$ cat config.mk
export PLATFORM = sky130hd
export DESIGN_NAME = tick_generator
export DESIGN_NICKNAME = d
export VERILOG_FILES = /design/src/tick_generator.sv
export SDC_FILE = /design/constraint.sdc
export NUM_CORES = 1
export LEC_CHECK = 0
export ABC_AREA = 1
export ABC_CLOCK_PERIOD_IN_PS = 2400
export BUFFER_PORTS_ARGS = -buffer_cell sky130_fd_sc_hd__buf_4
export CORE_MARGIN = 4
export CORE_UTILIZATION = 25
export DETAILED_ROUTE_END_ITERATION = 8
export GPL_ROUTABILITY_DRIVEN = 0
export PLACE_DENSITY_LB_ADDON = 0.3
export SLEW_MARGIN = 20
export SYNTH_ARGS = -nofsm -noshare
export SYNTH_HDL_FRONTEND = slang
export SYNTH_SLANG_ARGS = --single-unit
$ cat constraint.sdc
create_clock -name clk -period 2.4 [get_ports clk]
set_clock_uncertainty 0.15 [all_clocks]
set_input_delay 0.36 -clock clk [delete_from_list [all_inputs] [get_ports clk]]
set_output_delay 0.36 -clock clk [all_outputs]
set_load 0.02 [all_outputs]
$ cat src/tick_generator.sv
// --------------------
// tick generator
// two periodic interrupt pulses and a heartbeat toggle
// --------------------
`timescale 1ns/10ps

module tick_generator #(
  parameter int IRQ0_PERIOD      = 100,
  parameter int IRQ1_PERIOD      = 37,
  parameter int HEARTBEAT_PERIOD = 50
) (
  input  logic clk,
  input  logic rst_n,
  output logic irq_0,
  output logic irq_1,
  output logic heartbeat_led
);

  // index 0 irq_0, 1 irq_1, 2 heartbeat
  localparam logic [2:0][31:0] PERIODS = {32'(HEARTBEAT_PERIOD),
                                          32'(IRQ1_PERIOD),
                                          32'(IRQ0_PERIOD)};
  localparam int MAX_PERIOD = (IRQ0_PERIOD > IRQ1_PERIOD) ?
                              ((IRQ0_PERIOD > HEARTBEAT_PERIOD) ? IRQ0_PERIOD : HEARTBEAT_PERIOD) :
                              ((IRQ1_PERIOD > HEARTBEAT_PERIOD) ? IRQ1_PERIOD : HEARTBEAT_PERIOD);
  localparam int CNT_WIDTH  = $clog2(MAX_PERIOD);

  logic [2:0] wrap;

  for (genvar i = 0; i < 3; i++) begin : g_tick
    logic [CNT_WIDTH-1:0] cnt;
    assign wrap[i] = (cnt == CNT_WIDTH'(PERIODS[i] - 1)); // last count of period
    always_ff @(posedge clk or negedge rst_n) begin
      if (!rst_n)       cnt <= '0;
      else if (wrap[i]) cnt <= '0;
      else              cnt <= cnt + 1'b1;
    end
  end

  always_ff @(posedge clk or negedge rst_n) begin
    if (!rst_n) begin
      irq_0         <= 1'b0;
      irq_1         <= 1'b0;
      heartbeat_led <= 1'b0;
    end else begin
      irq_0 <= wrap[0]; // single-cycle pulses
      irq_1 <= wrap[1];
      if (wrap[2]) heartbeat_led <= ~heartbeat_led;
    end
  end

endmodule

; Word-level counts from Yosys, hierarchy flattened
; Cells that the tools add are included.
[classes]
bitwise = 1
mux = 3
n_addsub = 3
eq_ne = 3
[ops]
columns = cell, n
row1 = $add A7 B1 Y7 const B, 3
row2 = $mux W7, 3
row3 = $eq A7 B6 Y1 const B, 2
row4 = $eq A7 B7 Y1 const B, 1
row5 = $not A1 Y1, 1
[word_totals]
elab_cells = 16
inputBits = 2
ff_bits = 24
out_inout_bits = 3

; Depth between registers and ports, before layout
; Gate-level depths: netlist (run 1).
[logic_depth]
word_depth = 2
ltp_mapped = 7

; Worst setup path after synthesis (run 1)
; OpenSTA, ideal clock, no wires.
[synth_path]
kind = register to register
start = reg g_tick[2].cnt[0]
end = reg g_tick[2].cnt[4]
path_stages_with_launch = 5
t_required_ns = 2.128
setup_time_ns = 0.122
arrival_ns = 0.927
setup_slack_ns = 1.201
synth_period_minus_slack_ns = 1.199
path_cell_list = dfrtp_1 -> ha_1 -> nand3_1 -> xor2_1 -> nor2_1
[synth_via]
elab_chain_len = 2
word_cells_on_any_way = 3
[synth_rtl]
columns = element, line_no
row1 = from (decl), 31  ; logic [CNT_WIDTH-1:0] cnt;
row2 = from (signal assigned), 36  ; else cnt <= cnt + 1'b1;
row3 = $add A7 B1 Y7 or $eq A7 B6 Y1 (tied branches), "36, 32"
row4 = $mux W7 *, 35  ; else if (wrap[i]) cnt <= '0;
; Mark *: on every way between the ends. The rest lies on a longest branch, timed or not.
; A chain may end at the register's enable or synchronous reset.

; Final worst setup path (run 1)
[layout_path]
start = reg heartbeat_led
end = out heartbeat_led
[layout_lines]
columns = element, line_no
row1 = from (decl), 16  ; output logic heartbeat_led
row2 = from (signal assigned), 48  ; if (wrap[2]) heartbeat_led <= ~heartbeat_led;
; No word-level cell between the ends.

==> flow_results.org, run 1 <==
** Setup path
- STA classifies the critical path endpoint as an output pin.
- Type of the setup path with the least slack :: reg2out
- The slowest stage of the critical path belongs to the cell dfrtp_1.
- Family of cells with the greatest summed delay on the critical path :: flip-flops
- In this run the critical register-to-register path is launched from g_tick[1].cnt[0].
- Crit path required time :: 1.89 ns
- In this run the register-to-register setup slack is 1.08 ns.
- The worst setup path is launched from a flop.
- Number of cell instances on the worst register-to-register path :: 5
- Worst path bufs/invs :: 1
- Critical-path maximum fanout :: 3
- For this run, the slowest stage of the critical path takes 0.40 ns.
- The endpoint identified for the worst register-to-register timing path is g_tick[1].cnt[3].
- Walking the worst path, the cells encountered are buf_4.
- STA puts the critical path data arrival time at 0.82 ns.

** Timing
- The number of hold-slack violations in the final timing report is 0.
- Final worst path period share :: 55.3%
- Subtracting the final worst setup slack from the clock period gives 1.33 ns.
- Final-report setup violation count :: 0
- Headroom to the max-slew limit came out at 80.3%.
- For the final routed database, the setup TNS stands at 0 ns.
- Slew at the pin closest to its max-slew limit :: 0.295 ns
- Setup repair after global routing left no endpoint under its margin.
- Number of slew-limit violations in the final report :: 0
- Timing would allow up to 753 MHz.

** Floorplanning
- Die W :: 74.9 µm
- The region available for standard cell placement spans 4350 µm².
- The initial utilization of the core area, before any placement, comes to 25.7%.
- Row Count :: 24
- Area enclosed by the die boundary :: 5600 µm²
- During I/O placement, the number of pins put on the boundary was 5.
- Floorplan die height :: 74.9 µm

** Routing
- First-pass iteration count of the detailed router :: 4
- Drt total wl :: 1.64 mm
- Detailed routing inserted a total of 744 vias.
- After detailed routing, the average wire length per cell comes to 8.72 µm.
- Post-detailed-route DRC marker count :: 0
- In the routed layout, each cell is associated on average with a via count of 3.96.
- Post-route antenna net violation count :: 0
- The first routing iteration left 12 violations.

** Yosys
- Cell accounting for the most synthesized area :: dfrtp_1
- Async S/R FF share, synth :: 100%
- Leading cell types by total area after synthesis :: dfrtp_1 54%, nor2_1 9.1%, nand2_1 6.7%
- Number of flops mapped to enable cells by yosys :: 0
- Compound-gate portion of the synthesized area :: 1.34%
- By area, the combinational part of the netlist is dominated by simple AND/OR/NAND/NOR gates.
- Post-synthesis adder-cell area fraction :: 5.60%
- Sequential cells were found to cover 53.8% of the synthesized design area.
- In this run, synthesis produced a sequential element count of 24.
- nor2_1 is the most common cell in the netlist.
- The number of nets handed over by synthesis was 134.
- After synthesis, the share of cell area in mux cells is 0%.
- Synth Flop Type :: dfrtp_1
- After synthesis the cells add up to 1120 µm².
- Top cell type's share of synthesized area :: 53.8%
- Count of cell types in the netlist :: 17
- Synthesized-area fraction occupied by xor and xnor cells :: 6.27%
- Fraction of the mapped netlist area in simple logic gates :: 26.3%
- Number of warnings issued by yosys :: 0
- Mean cell area of the mapped netlist :: 8.80 µm²
- Cells after Synth :: 127
- In the synthesized netlist, the cells that appear most often are 27 x nor2_1, 24 x dfrtp_1, 20 x nand2_1, 19 x inv_1, 10 x nand3_1.

** GRT
- The via count of the first global-routing pass was 715.
- The initial antenna violation count came to 0.
- Global routing finished with a remaining overflow of 0.
- The first global-routing pass estimated 3.06 mm of wire.
- Total Routing Usage GR :: 7.02%
- Largest net degree at the start of global routing :: 25

** Clocking
- CTS placed an instance of clkbuf_8 at the clock tree root.
- The number of clock buffers added by TritonCTS is 3.
- After clock tree synthesis, the clock-pin slew on the worst setup and hold paths is 0.08 ns.
- Clock latency on the worst-skew pair :: 0.26 ns
- In this run the number of H-tree levels came out at 1.
- Number of buffers added for setup after CTS :: 0
- Number of buffers on the longest clock path :: 2
- Num Clock Sinks :: 24
- TritonCTS built the clock tree.

** Place
- Port bufs :: 4
- Detailed placement ended at an HPWL of 1.27 mm.

** Layout
- Counting the fill cells in the layout gives 447.
- Cells with a size suffix above 1 make up 11.8% of the layout.
- Compared with the post-synthesis result, the final layout area differs by 15.8%.
- Final net count :: 144
- For this run, the share of the core covered by cells in the final layout is 29.7%.
- The repair_antennas step left the layout with diodes totalling 0.

** Hold path
- Endpoint, Worst Hold :: g_tick[1].cnt[0]
- Along the worst hold path, the cell count comes to 1.
- In this run the most critical hold path is launched from g_tick[1].cnt[0].
- The min-delay analysis places its worst path in the category reg2reg.

** Outcome
- The run finished with clean final reports.

** Flow run
- The tool flagged a number of max-cap violations equal to 0.

** Power and ir drop
- Sum of internal, switching and leakage power :: 0.757 mW
- IR analysis of the VDD net gives a maximum drop of 0.358 mV.
- Pwr/cell area :: 585 nW/µm²
- LEAKAGE :: 0.700 nW
[worst max path at each step]
stage	to	slack [ns]	startpoint	cells past startpoint
2_1_floorplan	g_tick[2].cnt[4]	1.20	g_tick[2].cnt[0]	4
3_5_place_dp	g_tick[0].cnt[6]	1.09	g_tick[0].cnt[0]	6
4_1_cts	heartbeat_led	1.06	heartbeat_led	1
5_1_grt	g_tick[0].cnt[6]	0.93	g_tick[0].cnt[0]	6
3_3_place_gp	g_tick[1].cnt[3]	1.11	g_tick[1].cnt[0]	5
6_report	heartbeat_led	1.07	heartbeat_led	1
[final cells by class]
cell class / count / area [µm²] / area share [%]
multi-input combinational: 83 / 442 / 34.1
clock buffer: 3 / 41.3 / 3.19
clock inverter: 1 / 30.0 / 2.32
sequential: 24 / 601 / 46.4
timing repair buffer: 5 / 40.0 / 3.09
tap: 52 / 65.1 / 5.03
inverter: 20 / 75.1 / 5.80
[registers in the layout, indices dropped and copies added, names as in the netlist]
signal         flops
g_tick.cnt        21
heartbeat_led      1
irq_0              1
irq_1              1
[metrics by stage]
stage,cell area [µm²],hold slack [ns],std cells,setup WS [ns]
6_report,1290,0.345,188,1.07
5_1_grt,1290,0.358,188,0.930
4_1_cts,1290,0.346,188,1.06
3_5_place_dp,1210,0.126,183,1.09
3_3_place_gp,1210,0.124,183,1.11
2_1_floorplan,1120,-0.0856,127,1.20
[layout by cell type, fill, tap and decap left out, drive strengths merged, types with 3 or more instances in the layout]
master and n:
clkbuf 3, xor2 6, inv 20, nand3 10, buf 4, ha 5
nand2 23, nor2 31, dfrtp 24
[logic make-up after synthesis]
logic type      Yosys count
buf+inv                  20
flops                    24
fa+ha+maj                 5
xor+xnor                  8
compound gates            3
simple gates             67
[power breakdown]
group          internal (mW)  total [mW]  switching (mW)  leakage [nW]
Sequential             0.404       0.404               0         0.298
Combinational        0.00217     0.00964         0.00747         0.367
Clock                  0.223       0.343           0.121        0.0357
[what timing repair did]
item | in CTS | in global routing
gates resized for setup | 0 | 0
hold buffers | 1 | 0
hold endpoints to repair | 24 | 0
setup endpoints to repair | 0 | 0
[metal layers]
layer  up-vias  share of wire, %  GRT usage [%]
met5         -                 0              0
met4         0              0.61           2.96
met3         2               2.1           1.60
met2         6                50           10.7
met1       336                47           9.54
li1        400                 -              -
Note: power is estimated with default switching activity, not from simulation.
==> run 2, diff against run 1 <==
--- a/config.mk
+++ b/config.mk
@@ -6,7 +6,7 @@
 export NUM_CORES = 1
 export LEC_CHECK = 0
 export ABC_AREA = 1
-export ABC_CLOCK_PERIOD_IN_PS = 2400
+export ABC_CLOCK_PERIOD_IN_PS = 1400
 export BUFFER_PORTS_ARGS = -buffer_cell sky130_fd_sc_hd__buf_4
 export CORE_MARGIN = 4
 export CORE_UTILIZATION = 25
==> constraint.sdc (replaced) <==
create_clock -name clk -period 1.4 [get_ports clk]
set_clock_uncertainty 0.15 [all_clocks]
set_input_delay 0.21 -clock clk [delete_from_list [all_inputs] [get_ports clk]]
set_output_delay 0.21 -clock clk [all_outputs]
set_load 0.02 [all_outputs]
==> flow_results.org, run 2 (same netlist as run 1, synthesis figures left out) <==
** Setup path
- On the critical path the largest part of the delay comes from flip-flops.
- Crit path required time :: 1.41 ns (-0.48 ns)
- The worst setup path is of the reg2reg kind.
- Among all stages on the critical path, the largest delay is contributed by dfrtp_1.
- Critical-path maximum fanout :: 4 (+1)
- The critical path goes through ha_1, inv_1, nor2_1, nand3_1, inv_1, nor2_1.
- The worst setup path is captured at a flop.
- Startpoint kind of the worst setup timing path :: flop
- The number of buffers and inverters on the critical path was 2 (+1).
- The highest cell delay on the worst timing path was 0.38 ns (-0.02 ns).
- The critical path data arrival time is 1.27 ns (+0.45 ns).

** Timing
- Number of slew-limit violations in the final report :: 0 (unchanged)
- The setup-violating endpoint count in the final report is 0 (unchanged).
- Highest achievable clock rate :: 792 MHz
- Final number of hold-violating endpoints :: 0 (unchanged)
- Least setup slack across all paths after layout :: 0.137 ns (-0.935 ns)
- The final-layout setup total negative slack is 0 ns (unchanged).
- Slew Limit Headroom :: 80.4% (about the same)
- In the finished design, the share of the clock period the worst path needs comes to 90.2%.
- The worst path in the final design needs a cycle of 1.26 ns, including I/O delays and setup.
- Slew at the pin closest to its max-slew limit :: 0.295 ns (-0.0000814 ns)
- RSZ-0062 raised after global routing :: false
- The tightest hold margin is 0.220 ns (-0.125 ns).

** Layout
- Post-route cell area :: 1310 µm² (+1.3%)
- The final non-filler cell total was 189 (+0.53%).
- The count of inserted antenna diode cells came to 0 (unchanged).
- Share of cells above drive strength 1 :: 15.3% (+3.6 points)
- The layout net count is 145 (+0.69%).
- Leaving out fill and tap cells, the most frequent cell in the layout is nor2_1.
- Largest reg by FF count :: g_tick.cnt
- Flip-flop count of the largest register, all copies and words added :: 21 (unchanged)
- Syn-to-layout area delta :: 17.2%
- Leading cell types in the layout, fill and taps excluded :: 25 x nor2_1, 23 x dfrtp_1, 20 x nand2_1

** GRT
- The via count of the first global-routing pass is 715 (unchanged).
- GRT met2 Usage :: 10.7% (unchanged)
- The remaining global-route overflow was 0 (unchanged).
- The met3 demand-to-capacity share in global routing came to 1.60% (unchanged).
- The initial antenna violation count was 0 (unchanged).
- The met1 capacity usage during global routing is 9.54% (unchanged).
- After global routing, the most crowded layer is met2.
- Largest net degree at the start of global routing :: 25 (unchanged)
- Total Routing Usage GR :: 7.02% (unchanged)
- First-pass GRT wire length :: 3.06 mm (unchanged)

** Floorplanning
- The die height is 74.9 µm (unchanged).
- The die outline width came to 74.9 µm (unchanged).
- Area enclosed by the die boundary :: 5600 µm² (unchanged)
- Placeable core region :: 4350 µm² (unchanged)
- The initial core utilization is 25.7% (unchanged).
- Row Count :: 24 (unchanged)
- The number of ports placed on the die boundary is 5 (unchanged).

** Power and ir drop
- The power density over the cells is 991 nW/µm² (+69%).
- LEAKAGE :: 0.702 nW (+0.29%)
- Worst voltage drop across the vdd grid :: 0.614 mV (+71%)

** Clocking
- TritonCTS built the clock tree.
- The clock-pin slew on the worst setup and hold paths is 0.08 ns (about the same).
- Number of buffers on the longest clock path :: 2 (unchanged)
- H-tree levels :: 1 (unchanged)
- Num CTS Buffers :: 3 (unchanged)
- Clock Root Buffer :: clkbuf_8
- Clock latency on the worst-skew pair :: 0.26 ns (about the same)
- Num Clock Sinks :: 24 (unchanged)

** Routing
- The detailed-route wire length per cell was 8.74 µm (+0.20%).
- Drt total wl :: 1.65 mm (+0.73%)
- Count of routing violations after the opening detailed-route iteration :: 11 (-1)
- Post-route antenna net violation count :: 0 (unchanged)
- First-pass iteration count of the detailed router :: 6 (+2)
- Vias per inst :: 3.97 (+0.41%)
- The DRC violation count after routing is 0 (unchanged).
- Via count :: 751 (+0.94%)

** Hold path
- Worst min path class :: in2async

** Outcome
- The flow ran to the end, and the final reports show no timing, DRC or antenna violations.

** Place
- Instance area after placement :: 1210 µm² (unchanged)
- The number of buffers added on ports was 4 (unchanged).
- The cell total after placement came to 183 (unchanged).
- The worst slack at placement is 0.0910 ns (-1.00 ns).
- The HPWL after detailed placement was 1.27 mm (unchanged).

** Flow run
- The count of maximum capacitance violations is 0 (unchanged).
run 2: cell types whose count changed in the layout (fill, tap and decap cells not counted):
| cell | delta |
|---|---|
| nor2_2 | +2 |
| buf_4 | +1 |
| ha_2 | +1 |
| dfrtp_1 | -1 |
| nor2_1 | -2 |
| ha_1 | -1 |
| dfrtp_2 | +1 |
run 2: power breakdown:
part | internal, mW | switching, mW
logic | 0.00372 | 0.0128
registers | 0.692 | 0
clock network | 0.382 | 0.207
total | 1.08 | 0.220
run 2: final timing paths:
path	from	to	cells past startpoint	slack (ns)
min in group clk	g_tick[1].cnt[0]	g_tick[1].cnt[0]	1	0.34
worst max register to register	g_tick[0].cnt[1]	g_tick[0].cnt[2]	6	0.14
worst min register to register	g_tick[1].cnt[0]	g_tick[1].cnt[0]	1	0.34
worst min-delay path	rst_n	irq_0	2	0.22
max in group asynchronous	rst_n	g_tick[2].cnt[0]	2	0.63
worst max-delay path	g_tick[0].cnt[1]	g_tick[0].cnt[2]	6	0.14
run 2: cell type report:
class	count	area, µm²
timing repair buffer	6	47.5
fill	443	3040
inverter	20	75.1
clock buffer	3	41.3
multi-input combinational	83	449
clock inverter	1	30.0
sequential	24	602
tap	52	65.1
run 2: what timing repair did:
item / CTS / global route
setup buffers: 0 / 1
endpoints found under the setup margin: 0 / 7
hold buffers: 1 / 0
resized for setup: 0 / 4
endpoints found under the hold margin: 24 / 0
run 2: stage by stage:
stage,power (mW),utilization [%]
2_1_floorplan,0.707,-
3_3_place_gp,0.722,27.8
3_5_place_dp,0.722,27.8
4_1_cts,1.32,29.7
5_1_grt,1.35,30.1
6_report,1.30,30.1
run 2: routing by layer:
layer  share of wire [%]  up-vias  wire length, µm
met5                   0        -                0
met4                0.61        0               10
met3                 2.1        2               34
li1                    -      402                -
met1                  46      341              768
met2                  51        6              838
==> run 3, diff against run 2 <==
--- a/config.mk
+++ b/config.mk
@@ -8,7 +8,7 @@
 export ABC_AREA = 1
 export ABC_CLOCK_PERIOD_IN_PS = 1400
 export BUFFER_PORTS_ARGS = -buffer_cell sky130_fd_sc_hd__buf_4
-export CORE_MARGIN = 4
+export CORE_MARGIN = 3
 export CORE_UTILIZATION = 25
 export DETAILED_ROUTE_END_ITERATION = 8
 export GPL_ROUTABILITY_DRIVEN = 0
==> constraint.sdc (replaced) <==
create_clock -name clk -period 1.4 [get_ports clk]
set_clock_uncertainty 0.15 [all_clocks]
set_input_delay 0.14 -clock clk [delete_from_list [all_inputs] [get_ports clk]]
set_output_delay 0.14 -clock clk [all_outputs]
set_load 0.02 [all_outputs]
==> flow_results.org, run 3 (same netlist as run 1, synthesis figures left out) <==
** Layout
- The fill cell total of the finished layout came to 443 (unchanged).
- Syn-to-layout area delta :: 17.5%
- Leading cell types in the layout, fill and taps excluded :: 26 x nor2_1, 23 x dfrtp_1, 20 x nand2_1
- The layout net count was 146 (+0.69%).
- Share of cells above drive strength 1 :: 15.9% (+0.61 points)
- Leading cell type in the layout, fill and taps excluded :: nor2_1
- The number of flip-flops in the largest register came to 21 (unchanged).
- The count of inserted antenna diode cells is 0 (unchanged).
- Largest reg by FF count :: g_tick.cnt
- The share of the core filled with cells in the final layout was 31.7% (+1.6 points).

** Setup path
- In this run the worst setup path begins at g_tick[0].cnt[0].
- The worst path required time is 1.41 ns (about the same).
- The biggest fanout along the worst timing path is 3 (-1).
- Worst path bufs/invs :: 0 (-2)
- The setup slack of the most critical reg-to-reg path is 0.13 ns (about the same).
- STA classifies the critical path endpoint as a flop.
- Capturing point of the worst reg2reg path :: g_tick[0].cnt[6]
- Max incr delay on CP :: 0.38 ns (about the same)
- On the critical path the largest part of the delay comes from simple AND/OR/NAND/NOR gates.
- Startpoint kind of the worst setup timing path :: flop
- In this run the worst setup path terminates at g_tick[0].cnt[6].
- The startpoint identified for the worst register-to-register timing path is g_tick[0].cnt[0].
- The total stage count of the critical path is 6 (unchanged).
- Number of cell instances on the worst register-to-register path :: 6 (unchanged)
- On the critical path, the stage with the largest delay is an instance of dfrtp_1.
- Critical path cell sequence :: ha_2, nand3_1, nor2_1, nand2_1, nand2_1, nor2_1
- The setup path with the least slack is of type reg2reg.
- The critical path data arrival time came to 1.28 ns (about the same).

** Routing
- The detailed-route wire length per cell was 9.36 µm (+7.0%).
- Drt total wl :: 1.76 mm (+6.5%)
- First-pass iteration count of the detailed router :: 4 (-2)
- Post-detailed-route DRC marker count :: 0 (unchanged)
- The remaining antenna violation count after routing is 0 (unchanged).
- The detail-routed via count per cell was 4.12 (+3.7%).
- The routed via count is 775 (+3.2%).
- The iteration-0 DRC count of the detailed router came to 44 (+33).

** Timing
- Accumulated negative setup slack :: 0 ns (unchanged)
- Setup repair after global routing left no endpoint under its margin.
- The fmax was 787 MHz (-0.56%).
- The relative slew slack was 79.9% (-0.44 points).
- Final-report setup violation count :: 0 (unchanged)
- The number of hold-slack violations in the final timing report came to 0 (unchanged).
- The post-route clock period utilization was 90.7% (+0.51 points).
- The pin slew with the least headroom to its limit came to 0.301 ns (+0.00659 ns).
- The number of slew-limit violations in the final report came to 0 (unchanged).
- Minimum clock period after layout :: 1.27 ns (+0.00713 ns)

** Clocking
- Clock tree from TritonCTS :: built
- The clock latency reported for the late side of the worst-skew pair came to 0.27 ns (about the same).
- The maximum buffer depth of the clock tree is 2 (unchanged).
- Clock transition at the registers of the reported paths :: 0.09 ns (about the same)
- The tree is rooted in a clkbuf_8.
- The number of buffers added by the clock tree synthesis step was 3 (unchanged).
- H-tree levels :: 1 (unchanged)
- Num Clock Sinks :: 24 (unchanged)

** Floorplanning
- The die outline width was 72.9 µm (-2.7%).
- Top Ports :: 5 (unchanged)
- Area enclosed by the die boundary :: 5310 µm² (-5.3%)
- Initial core utilization :: 27.0% (+1.3 points)
- Row Count :: 23 (-4.2%)
- The die height is 72.9 µm (-2.7%).
- The core footprint came to 4140 µm² (-4.8%).

** Flow run
- Maximum capacitance violations :: 0 (unchanged)

** GRT
- Grt total ovfl :: 0 (unchanged)
- The initial antenna violation count came to 0 (unchanged).
- The via count of the first global-routing pass came to 711 (-0.56%).
- The global-route wire length before repair came to 3.11 mm (+1.6%).
- The global-route usage over all layers came to 7.42% (+0.40 points).
- Largest net degree at the start of global routing :: 25 (unchanged)

** Power and ir drop
- LEAKAGE :: 0.704 nW (+0.31%)
- Worst voltage drop across the vdd grid :: 0.350 mV (-43%)
- Pwr/cell area :: 1000 nW/µm² (+1.2%)

** Place
- Port bufs :: 4 (unchanged)
- The HPWL after detailed placement is 1.28 mm (+0.84%).

** Outcome
- Status :: finished clean

** Hold path
- Worst min path class :: in2async
-- run 3: changes by cell type in the layout (fill, tap and decap cells not counted), sizes merged --
cell  change
buf       +1
-- run 3: cell type report --
class	instances	area [µm²]	share of cell area (%)
repair buffers	7	55.1	4.19
well taps	50	62.6	4.77
flip-flops and latches	24	602	45.9
clock inverters	1	30.0	2.29
inverters	20	75.1	5.72
multi-input cells	83	447	34.0
clock buffers	3	41.3	3.15
-- run 3: worst min-delay path by stage --
stage	end	depth (start not counted)	start
2_1_floorplan	g_tick[0].cnt[0]	0	rst_n
4_1_cts	g_tick[1].cnt[6]	2	rst_n
6_report	g_tick[1].cnt[6]	2	rst_n
5_1_grt	g_tick[1].cnt[6]	2	rst_n
3_5_place_dp	g_tick[1].cnt[6]	1	rst_n
3_3_place_gp	g_tick[1].cnt[6]	1	rst_n
-- run 3: repair_timing --
item,4_1_cts,5_1_grt
endpoints found under the setup margin,0,7
setup buffers,0,2
hold buffers,1,0
endpoints found under the hold margin,24,0
resized for setup,0,4
-- run 3: per-stage QoR --
step                      power [mW]  hold slack, ns  instance area (µm²)  setup slack [ns]  instances
after floorplan                0.707          -0.306                 1120             0.201        127
after global placement         0.723         -0.0895                 1210             0.107        181
after detailed placement       0.723         -0.0867                 1210             0.102        181
after CTS                       1.34           0.159                 1290            0.0914        186
after global routing            1.37           0.175                 1310          0.000491        188
final                           1.32           0.145                 1310             0.130        188
-- run 3: worst register-to-register path: stages, from the launching register on --
cell and delay (ns):
dfrtp_1 0.38, ha_2 0.21, nand3_1 0.12, nor2_1 0.15, nand2_1 0.06, nand2_1 0.05, nor2_1 0.04
-- run 3: routing by layer --
| layer | track usage, % | routed length (µm) | share of wire (%) | up-vias |
|---|---|---|---|---|
| met3 | 1.65 | 36 | 2.0 | 2 |
| met5 | 0 | 0 | 0 | - |
| li1 | - | - | - | 405 |
| met2 | 11.9 | 868 | 49 | 8 |
| met1 | 9.36 | 838 | 48 | 360 |
| met4 | 3.69 | 15 | 0.85 | 0 |
-- run 3: report_power, final --
group	total (mW)	switching, mW	leakage, nW	internal (mW)
sequential	0.692	0	0.297	0.692
combinational	0.0167	0.0130	0.371	0.00372
clock	0.606	0.224	0.0357	0.382
